==> config.mk <==
export PLATFORM = sky130hd
export DESIGN_NAME = aimbot_top
export DESIGN_NICKNAME = d
export VERILOG_FILES = /design/src/aimbot_pkg.sv /design/src/aimbot_top.sv /design/src/box_overlay.sv /design/src/cam_byte_assembler.sv /design/src/line_capture.sv /design/src/pack_switch.sv
export VERILOG_INCLUDE_DIRS = /design/src
export SDC_FILE = /design/constraint.sdc
export NUM_CORES = 1
export LEC_CHECK = 0
export ABC_AREA = 1
export BUFFER_PORTS_ARGS = -buffer_cell sky130_fd_sc_hd__buf_2
export CAP_MARGIN = 20
export CELL_PAD_IN_SITES_DETAIL_PLACEMENT = 0
export CELL_PAD_IN_SITES_GLOBAL_PLACEMENT = 2
export CORE_ASPECT_RATIO = 0.75
export CORE_MARGIN = 5
export CORE_UTILIZATION = 45
export CTS_BUF_LIST = sky130_fd_sc_hd__clkbuf_8
export DETAILED_ROUTE_END_ITERATION = 16
export PLACE_DENSITY = 0.8
export SLEW_MARGIN = 20
export SYNTH_ARGS = -nofsm -noshare
export SYNTH_HDL_FRONTEND = slang
export SYNTH_SLANG_ARGS = --single-unit
==> constraint.sdc <==
create_clock -name i_clk -period 6.2 [get_ports i_clk]
set_input_delay 0.31 -clock i_clk [delete_from_list [all_inputs] [get_ports i_clk]]
set_output_delay 0.31 -clock i_clk [all_outputs]
set_load 0.01 [all_outputs]
==> src/aimbot_params.svh <==
`ifndef AIMBOT_PARAMS_SVH
`define AIMBOT_PARAMS_SVH

// Active video size, kept small so a frame simulates in a few thousand cycles.
`define AB_H_ACT 16
`define AB_V_ACT 8

// Boxes per axis in the overlay grid.
`define AB_N_BOX 2

// Outline colour in RGB565, pure green.
`define AB_BOX_COLOR 16'h07E0

// Index widths that match the frame size above.
`define AB_ROW_W 3
`define AB_COL_W 4

`endif

==> src/aimbot_pkg.sv <==
package aimbot_pkg;

    // One RGB565 pixel, red in the top bits as the camera sends it.
    typedef struct packed {
        logic [4:0] r;
        logic [5:0] g;
        logic [4:0] b;
    } pixel_t;

    // One cycle of a video stream between blocks.
    typedef struct packed {
        logic   vsync;  // High during vertical blanking.
        logic   de;     // High for one active pixel.
        pixel_t pixel;
    } video_beat_t;

endpackage : aimbot_pkg

==> src/aimbot_top.sv <==
`include "aimbot_params.svh"

module aimbot_top (
    input  logic                 i_clk,
    input  logic                 i_rst,
    input  logic                 i_cam1_vsync,
    input  logic                 i_cam1_href,
    input  logic [7:0]           i_cam1_data,
    input  logic                 i_cam2_vsync,
    input  logic                 i_cam2_href,
    input  logic [7:0]           i_cam2_data,
    input  logic                 i_box_en,
    input  logic                 i_cam_sel,
    input  logic                 i_px_ack,
    output logic                 o_hdmi_vsync,
    output logic                 o_hdmi_de,
    output logic [7:0]           o_hdmi_r,
    output logic [7:0]           o_hdmi_g,
    output logic [7:0]           o_hdmi_b,
    output logic                 o_cam_shown,
    output logic                 o_px_req,
    output aimbot_pkg::pixel_t   o_px_data,
    output logic                 o_px_cam,
    output logic [`AB_ROW_W-1:0] o_px_row,
    output logic                 o_px_last,
    output logic                 o_frame_err
);

    logic               cam1_vsync;
    logic               cam1_de;
    aimbot_pkg::pixel_t cam1_pixel;
    logic               cam2_vsync;
    logic               cam2_de;
    aimbot_pkg::pixel_t cam2_pixel;
    logic               ovl1_vsync;
    logic               ovl1_de;
    aimbot_pkg::pixel_t ovl1_pixel;
    logic               ovl2_vsync;
    logic               ovl2_de;
    aimbot_pkg::pixel_t ovl2_pixel;
    aimbot_pkg::pixel_t disp_pixel;

    cam_byte_assembler u_cam1_asm (
        .i_clk  (i_clk       ),
        .i_rst  (i_rst       ),
        .i_vsync(i_cam1_vsync),
        .i_href (i_cam1_href ),
        .i_data (i_cam1_data ),
        .o_vsync(cam1_vsync  ),
        .o_de   (cam1_de     ),
        .o_pixel(cam1_pixel  )
    );

    cam_byte_assembler u_cam2_asm (
        .i_clk  (i_clk       ),
        .i_rst  (i_rst       ),
        .i_vsync(i_cam2_vsync),
        .i_href (i_cam2_href ),
        .i_data (i_cam2_data ),
        .o_vsync(cam2_vsync  ),
        .o_de   (cam2_de     ),
        .o_pixel(cam2_pixel  )
    );

    box_overlay #(.N_BOX(`AB_N_BOX)) u_cam1_ovl (
        .i_clk  (i_clk     ),
        .i_rst  (i_rst     ),
        .i_en   (i_box_en  ),
        .i_vsync(cam1_vsync),
        .i_de   (cam1_de   ),
        .i_pixel(cam1_pixel),
        .o_vsync(ovl1_vsync),
        .o_de   (ovl1_de   ),
        .o_pixel(ovl1_pixel)
    );

    box_overlay #(.N_BOX(`AB_N_BOX)) u_cam2_ovl (
        .i_clk  (i_clk     ),
        .i_rst  (i_rst     ),
        .i_en   (i_box_en  ),
        .i_vsync(cam2_vsync),
        .i_de   (cam2_de   ),
        .i_pixel(cam2_pixel),
        .o_vsync(ovl2_vsync),
        .o_de   (ovl2_de   ),
        .o_pixel(ovl2_pixel)
    );

    pack_switch u_switch (
        .i_clk    (i_clk       ),
        .i_rst    (i_rst       ),
        .i_cam_sel(i_cam_sel   ),
        .i_vsync_1(ovl1_vsync  ),
        .i_de_1   (ovl1_de     ),
        .i_pixel_1(ovl1_pixel  ),
        .i_vsync_2(ovl2_vsync  ),
        .i_de_2   (ovl2_de     ),
        .i_pixel_2(ovl2_pixel  ),
        .o_vsync  (o_hdmi_vsync),
        .o_de     (o_hdmi_de   ),
        .o_pixel  (disp_pixel  ),
        .o_cam    (o_cam_shown )
    );

    // Widen to 8 bits per colour by repeating the top bits.
    assign o_hdmi_r = {disp_pixel.r, disp_pixel.r[4:2]};
    assign o_hdmi_g = {disp_pixel.g, disp_pixel.g[5:4]};
    assign o_hdmi_b = {disp_pixel.b, disp_pixel.b[4:2]};

    line_capture u_capture (
        .i_clk      (i_clk       ),
        .i_rst      (i_rst       ),
        .i_vsync    (o_hdmi_vsync),
        .i_de       (o_hdmi_de   ),
        .i_pixel    (disp_pixel  ),
        .i_cam      (o_cam_shown ),
        .i_px_ack   (i_px_ack    ),
        .o_px_req   (o_px_req    ),
        .o_px_data  (o_px_data   ),
        .o_px_cam   (o_px_cam    ),
        .o_px_row   (o_px_row    ),
        .o_px_last  (o_px_last   ),
        .o_frame_err(o_frame_err )
    );

endmodule : aimbot_top

==> src/box_overlay.sv <==
`include "aimbot_params.svh"

module box_overlay #(
    parameter int N_BOX = `AB_N_BOX
) (
    input  logic               i_clk,
    input  logic               i_rst,
    input  logic               i_en,
    input  logic               i_vsync,
    input  logic               i_de,
    input  aimbot_pkg::pixel_t i_pixel,
    output logic               o_vsync,
    output logic               o_de,
    output aimbot_pkg::pixel_t o_pixel
);

    localparam logic [`AB_COL_W-1:0] COL_LAST = `AB_COL_W'(`AB_H_ACT - 1);
    localparam logic [`AB_COL_W-1:0] BOX_W = `AB_COL_W'(`AB_H_ACT / N_BOX);
    localparam logic [`AB_ROW_W-1:0] BOX_H = `AB_ROW_W'(`AB_V_ACT / N_BOX);

    logic [`AB_COL_W-1:0]    col;
    logic [`AB_ROW_W-1:0]    row;
    logic                    on_border;
    aimbot_pkg::video_beat_t beat_d;
    aimbot_pkg::video_beat_t beat_q;

    always_ff @(posedge i_clk) begin
        if (i_rst) begin
            col <= '0;
            row <= '0;
        end else if (i_vsync) begin
            col <= '0;
            row <= '0;
        end else if (i_de) begin
            if (col == COL_LAST) begin
                col <= '0;
                row <= row + 1'b1;
            end else begin
                col <= col + 1'b1;
            end
        end
    end

    assign on_border = ((col % BOX_W) == '0) || ((row % BOX_H) == '0);

    always_comb begin
        beat_d.vsync = i_vsync;
        beat_d.de    = i_de;
        beat_d.pixel = i_pixel;
        if (i_en && on_border) begin
            beat_d.pixel = `AB_BOX_COLOR;
        end
    end

    always_ff @(posedge i_clk) begin
        if (i_rst) begin
            beat_q.vsync <= 1'b0;
            beat_q.de    <= 1'b0;
        end else begin
            beat_q <= beat_d;
        end
    end

    assign o_vsync = beat_q.vsync;
    assign o_de    = beat_q.de;
    assign o_pixel = beat_q.pixel;

    // A frame that stops in mid-line would start the next grid on the wrong column.
    a_whole_lines : assert property (@(posedge i_clk) disable iff (i_rst)
        $rose(i_vsync) |-> col == '0);

endmodule : box_overlay

==> src/cam_byte_assembler.sv <==
module cam_byte_assembler (
    input  logic               i_clk,
    input  logic               i_rst,
    input  logic               i_vsync,
    input  logic               i_href,
    input  logic [7:0]         i_data,
    output logic               o_vsync,
    output logic               o_de,
    output aimbot_pkg::pixel_t o_pixel
);

    logic       phase;    // High when the next byte is the low byte.
    logic [7:0] hi_byte;

    always_ff @(posedge i_clk) begin
        if (i_rst) begin
            phase   <= 1'b0;
            o_vsync <= 1'b0;
            o_de    <= 1'b0;
        end else begin
            o_vsync <= i_vsync;
            o_de    <= i_href && phase;
            if (i_href) begin
                phase <= ~phase;
            end else begin
                phase <= 1'b0;   // Every line starts on a high byte.
            end
        end
    end

    always_ff @(posedge i_clk) begin
        if (i_href && !phase) begin
            hi_byte <= i_data;
        end
        if (i_href && phase) begin
            o_pixel <= {hi_byte, i_data};
        end
    end

    // A line must hold a whole number of pixels.
    a_even_bytes : assert property (@(posedge i_clk) disable iff (i_rst)
        $fell(i_href) |-> !phase);

endmodule : cam_byte_assembler

==> src/line_capture.sv <==
`include "aimbot_params.svh"

module line_capture (
    input  logic                 i_clk,
    input  logic                 i_rst,
    input  logic                 i_vsync,
    input  logic                 i_de,
    input  aimbot_pkg::pixel_t   i_pixel,
    input  logic                 i_cam,
    input  logic                 i_px_ack,
    output logic                 o_px_req,
    output aimbot_pkg::pixel_t   o_px_data,
    output logic                 o_px_cam,
    output logic [`AB_ROW_W-1:0] o_px_row,
    output logic                 o_px_last,
    output logic                 o_frame_err
);

    localparam logic [`AB_COL_W-1:0] COL_LAST = `AB_COL_W'(`AB_H_ACT - 1);

    typedef enum logic [1:0] {
        RD_IDLE,
        RD_REQ,
        RD_REL
    } rd_state_t;

    aimbot_pkg::pixel_t   line_mem [0:1][0:`AB_H_ACT-1];
    logic [1:0]           full;
    logic [`AB_ROW_W-1:0] buf_row [0:1];
    logic [1:0]           buf_cam;

    logic                 wr_buf;
    logic [`AB_COL_W-1:0] wr_col;
    logic [`AB_ROW_W-1:0] wr_row;
    logic                 line_ok;   // The current line found a free buffer.
    logic                 wr_en;
    logic                 wr_last;
    logic                 wr_done;

    logic                 rd_buf;
    logic [`AB_COL_W-1:0] rd_col;
    logic                 rd_load;
    rd_state_t            rd_state;

    // The free check is made once, at the first pixel of a line.
    assign wr_en   = i_de && ((wr_col == '0) ? !full[wr_buf] : line_ok);
    assign wr_last = i_de && (wr_col == COL_LAST);
    assign wr_done = wr_last && wr_en;
    assign rd_load = (rd_state == RD_IDLE) && full[rd_buf];

    always_ff @(posedge i_clk) begin
        if (wr_en) begin
            line_mem[wr_buf][wr_col] <= i_pixel;
        end
        if (wr_done) begin
            buf_row[wr_buf] <= wr_row;
            buf_cam[wr_buf] <= i_cam;
        end
    end

    always_ff @(posedge i_clk) begin
        if (i_rst) begin
            wr_buf      <= 1'b0;
            wr_col      <= '0;
            wr_row      <= '0;
            line_ok     <= 1'b0;
            o_frame_err <= 1'b0;
        end else if (i_vsync) begin
            wr_col <= '0;
            wr_row <= '0;
        end else if (i_de) begin
            wr_col <= wr_last ? '0 : wr_col + 1'b1;
            if (wr_col == '0) begin
                line_ok <= !full[wr_buf];
            end
            if (wr_last) begin
                wr_row <= wr_row + 1'b1;
                if (wr_en) begin
                    wr_buf <= !wr_buf;
                end else begin
                    o_frame_err <= 1'b1;   // Both buffers were busy, the line is lost.
                end
            end
        end
    end

    always_ff @(posedge i_clk) begin
        if (i_rst) begin
            full     <= '0;
            rd_buf   <= 1'b0;
            rd_col   <= '0;
            rd_state <= RD_IDLE;
            o_px_req <= 1'b0;
        end else begin
            if (wr_done) begin
                full[wr_buf] <= 1'b1;
            end
            case (rd_state)
                RD_IDLE: begin
                    if (rd_load) begin
                        o_px_req <= 1'b1;
                        rd_state <= RD_REQ;
                    end
                end
                RD_REQ: begin
                    if (i_px_ack) begin
                        o_px_req <= 1'b0;
                        rd_state <= RD_REL;
                        if (o_px_last) begin
                            full[rd_buf] <= 1'b0;   // Line handed over, buffer is free.
                            rd_buf       <= !rd_buf;
                            rd_col       <= '0;
                        end else begin
                            rd_col <= rd_col + 1'b1;
                        end
                    end
                end
                RD_REL: begin
                    if (!i_px_ack) begin
                        rd_state <= RD_IDLE;
                    end
                end
                default: rd_state <= RD_IDLE;
            endcase
        end
    end

    always_ff @(posedge i_clk) begin
        if (rd_load) begin
            o_px_data <= line_mem[rd_buf][rd_col];
            o_px_cam  <= buf_cam[rd_buf];
            o_px_row  <= buf_row[rd_buf];
            o_px_last <= (rd_col == COL_LAST);
        end
    end

    a_req_until_ack : assert property (@(posedge i_clk) disable iff (i_rst)
        $fell(o_px_req) |-> $past(i_px_ack));

    a_payload_stable : assert property (@(posedge i_clk) disable iff (i_rst)
        o_px_req && $past(o_px_req)
            |-> $stable({o_px_data, o_px_cam, o_px_row, o_px_last}));

endmodule : line_capture

==> src/pack_switch.sv <==
module pack_switch (
    input  logic               i_clk,
    input  logic               i_rst,
    input  logic               i_cam_sel,
    input  logic               i_vsync_1,
    input  logic               i_de_1,
    input  aimbot_pkg::pixel_t i_pixel_1,
    input  logic               i_vsync_2,
    input  logic               i_de_2,
    input  aimbot_pkg::pixel_t i_pixel_2,
    output logic               o_vsync,
    output logic               o_de,
    output aimbot_pkg::pixel_t o_pixel,
    output logic               o_cam
);

    logic                    sel;       // Zero shows camera 1.
    logic                    sel_next;
    logic                    vs1_prev;
    logic                    vs2_prev;
    logic                    vs_rise;
    aimbot_pkg::video_beat_t beat_1;
    aimbot_pkg::video_beat_t beat_2;
    aimbot_pkg::video_beat_t beat_q;

    assign beat_1 = {i_vsync_1, i_de_1, i_pixel_1};
    assign beat_2 = {i_vsync_2, i_de_2, i_pixel_2};

    // Only the shown stream's frame boundary may change the selection.
    assign vs_rise  = sel ? (i_vsync_2 && !vs2_prev) : (i_vsync_1 && !vs1_prev);
    assign sel_next = vs_rise ? i_cam_sel : sel;

    always_ff @(posedge i_clk) begin
        if (i_rst) begin
            sel          <= 1'b0;
            vs1_prev     <= 1'b0;
            vs2_prev     <= 1'b0;
            beat_q.vsync <= 1'b0;
            beat_q.de    <= 1'b0;
        end else begin
            sel      <= sel_next;
            vs1_prev <= i_vsync_1;
            vs2_prev <= i_vsync_2;
            beat_q   <= sel_next ? beat_2 : beat_1;   // New camera from the edge on.
        end
    end

    assign o_vsync = beat_q.vsync;
    assign o_de    = beat_q.de;
    assign o_pixel = beat_q.pixel;
    assign o_cam   = sel;

endmodule : pack_switch

==> flow_metrics.env <==
export IMPL_tightest_slew_ns=1.10
export IMPL_grt_max_degree=154
export IMPL_start_util_pct=45.4
export IMPL_yosysMostFrequentCell="nand2_1"
export IMPL_hold_violations=0
export IMPL_grt_pass1_wl_microns=109000
export IMPL_p_leak_nw=11.5
export IMPL_maxCapViolCount=0
export IMPL_drt_wirelength_per_cell_microns=22.1
export IMPL_status="finished, final reports clean"
export IMPL_max_slew_margin_pct=26.6
export IMPL_ys_seq_area_share_pct=73.2
export IMPL_yosysTopAreaCell="edfxtp_1"
export IMPL_drt_pass1_iter_count=5
export IMPL_netlist_instances=2303
export IMPL_regArea_sq_um=20100
export IMPL_rows=78
export IMPL_powerDensity_nw_per_um2=289
export IMPL_seq_power_share_pct=58.1
export IMPL_slew_violations=0
export IMPL_finalClockSkew_ns=0.0488
export IMPL_ios=75
export IMPL_required_ns=6.51
export IMPL_synth_top_area_share_pct=69.7
export IMPL_worst_ir_drop_vdd_mv=0.161
export IMPL_gr_usage_all_layers_pct=22.1
export IMPL_p_sw_mw=1.96
export IMPL_coreArea_sq_um=60400
export IMPL_crit_slowest_cell="dfxtp_1"
export IMPL_die_area_sq_um=66100
export IMPL_clock_latency_ns=0.73
export IMPL_power_frac_comb_pct=2.3
export IMPL_synth_flop_cell="edfxtp_1"
export IMPL_synth_edf_count=637
export IMPL_clkTransAtPathRegs_ns=0.07
export IMPL_antenna_found_initial=2
export IMPL_dp_hpwl_microns=41300
export IMPL_synth_area_sq_um=27500
export IMPL_min_period_ns=3.47
export IMPL_synth_area_leaders="edfxtp_1, nand2_1, nand3_1"
export IMPL_grt_pass1_vias=17000
export IMPL_grt_setup_unrepaired="false"
export IMPL_gp_congestion=0.824
export IMPL_hold_class="input port to flop"
export IMPL_p_int_mw=6.83
export IMPL_worstSetupPathType="flop to flop"
export IMPL_setup_viol_count_final=0
export IMPL_die_h_microns=224
export IMPL_synth_nets=2340
export IMPL_cts_sinks=685
export IMPL_switching_share_pct=22.3
export IMPL_detail_route_antenna_nets=0
export IMPL_via_per_inst=5.27
export IMPL_ys_warn_count=0
export IMPL_max_freq_mhz=289
export IMPL_synthDistinctLibCells=38
export IMPL_grt_overflow=0
export IMPL_finalCritPeriodShare_pct=55.9
export IMPL_end_kind="flop"
export IMPL_drt_first_iter_violations=1731
export IMPL_drt_wl_total_microns=73200
export IMPL_fin_tns_setup_ns=0
export IMPL_ys_seq_elements=685
export IMPL_cts_buffer_depth=3
export IMPL_drive_gt1_share_pct=11.8
export IMPL_clkPwrFrac_pct=39.6
export IMPL_synthArstFlopShare_pct=0
export IMPL_fp_dieW_microns=295
export IMPL_placedCellCount=3092
export IMPL_cts_tree="built"
export IMPL_crit_family="flip-flops"
export IMPL_finalNonFillerCells=3309
export IMPL_yosys_top_cells_count="nand2_1, edfxtp_1, nand3_1"
export IMPL_cts_buffers=104
export IMPL_reg2reg_setup_slack_ns=2.73
export IMPL_slowest_delay_ns=1.03
export IMPL_nets=2459
export IMPL_hold_ws_ns=0.224
export IMPL_drc=0
export IMPL_path_buf_inv=1
export IMPL_cp_start_kind="flop"
export IMPL_syn2layout_area_growth_pct=10.8
export IMPL_port_buffers=74
export IMPL_multi_input_area_sq_um=6060
export IMPL_cts_setup_buffers=0
export IMPL_htreeDepth=3
export IMPL_cts_root_buf="clkbuf_8"
export IMPL_num_vias=17400
export IMPL_crit_chain="clkinv_1 > nor2_2"
export IMPL_final_util_pct=50.4
export IMPL_fillers=5293
export IMPL_synth_avg_cell_area_sq_um=11.9
export IMPL_power_total_mw=8.79
export IMPL_path_max_fanout=20
export IMPL_crit_arrival_ns=3.77
==> final timing paths <==
path,start,to,cells after the start
max,u_capture.wr_buf$_SDFFE_PP0P_,u_capture.line_mem[1][239]$_DFFE_PP_,2
min,i_box_en,u_cam1_ovl.o_pixel[2]$_SDFFCE_PP0N_,4
max reg2reg,u_capture.wr_buf$_SDFFE_PP0P_,u_capture.line_mem[1][239]$_DFFE_PP_,2
min reg2reg,u_cam1_asm.hi_byte[0]$_DFFE_PP_,u_cam1_asm.o_pixel[8]$_DFFE_PP_,0
==> cells in the final DEF, fill, tap and decap left out, drive strengths merged, types with 2 or more instances in the layout <==
cell,instances
bufinv,2
ha,12
edfxtp,637
nand3,402
dlygate4sd3,24
nor2,95
dfxtp,48
clkbuf,105
a211oi,5
clkinv,43
buf,118
nand2,785
o21ai,34
inv,145
nor4,2
a21oi,20
or2,12
nor3,9
==> registers in the layout, indices dropped and copies added, names as in the netlist, 4 cells and up, named ones only <==
signal,flops
u_capture.wr_col,4
u_capture.rd_col,4
u_cam1_asm.hi_byte,8
u_capture.o_px_data,16
u_capture.buf_row,6
u_switch.o_pixel,16
u_capture.line_mem,512
u_cam2_asm.hi_byte,8
u_cam1_ovl.o_pixel,16
u_cam1_asm.o_pixel,16
u_cam2_ovl.col,4
u_cam2_ovl.o_pixel,16
u_cam1_ovl.col,4
u_cam2_asm.o_pixel,16
==> worst register-to-register path, delay by kind of cell (launching register included) <==
family,cells,cell delay [ns]
flip-flops,1,1.03
AND/OR/NAND/NOR,1,1.03
buffers and inverters,1,1.01
==> layer usage <==
metal	up-vias	global-route usage, %	routed length, microns
met5	-	0	0
met4	0	6.06	1790
met3	106	4.76	5380
met2	630	31.3	31100
met1	8512	34.5	35000
li1	8174	-	-
==> what timing repair did <==
| action | 4_1_cts | 5_1_grt |
|---|---|---|
| resized for setup | 0 | 0 |
| hold buffers | 24 | 0 |
| endpoints found under the hold margin | 47 | 0 |
==> through the flow <==
stage          setup slack (ns)  cell area (sq um)
2_1_floorplan              3.85              27500
3_3_place_gp               2.77              28300
3_5_place_dp               2.63              28300
4_1_cts                    2.61              30400
5_1_grt                    2.51              30400
6_report                   2.73              30400
==> cells by family (layout without fill, tap and decap cells) <==
family	after synthesis	count (layout)	synth area share, %
and+or+nand+nor	1307	1307	20.0
DFF	685	685	73.2
AOI/OAI and AO/OA	65	65	1.33
xor gates and xnor gates	1	1	0.0319
other	0	1	0
buffers and inverters	233	438	4.88
adders and majority gates	12	12	0.547
==> cell type report <==
cell class	count	share of cell area [%]
repair buffers	142	3.13
inverters	104	1.31
flip-flops and latches	685	66.1
clock inverters	87	1.53
diodes	1	0.00823
multi-input cells	1385	19.9
well taps	800	3.29
clock buffers	105	4.75
==> power by group through the flow <==
stage	clock network [mW]	logic (mW)	registers, mW
after floorplan	0	0.0548	5.24
after global placement	0	0.193	5.21
after detailed placement	0	0.197	5.21
after CTS	3.55	0.209	5.11
after global routing	3.76	0.224	5.11
final	3.48	0.204	5.11
Note: power is estimated with default switching activity, not from simulation.
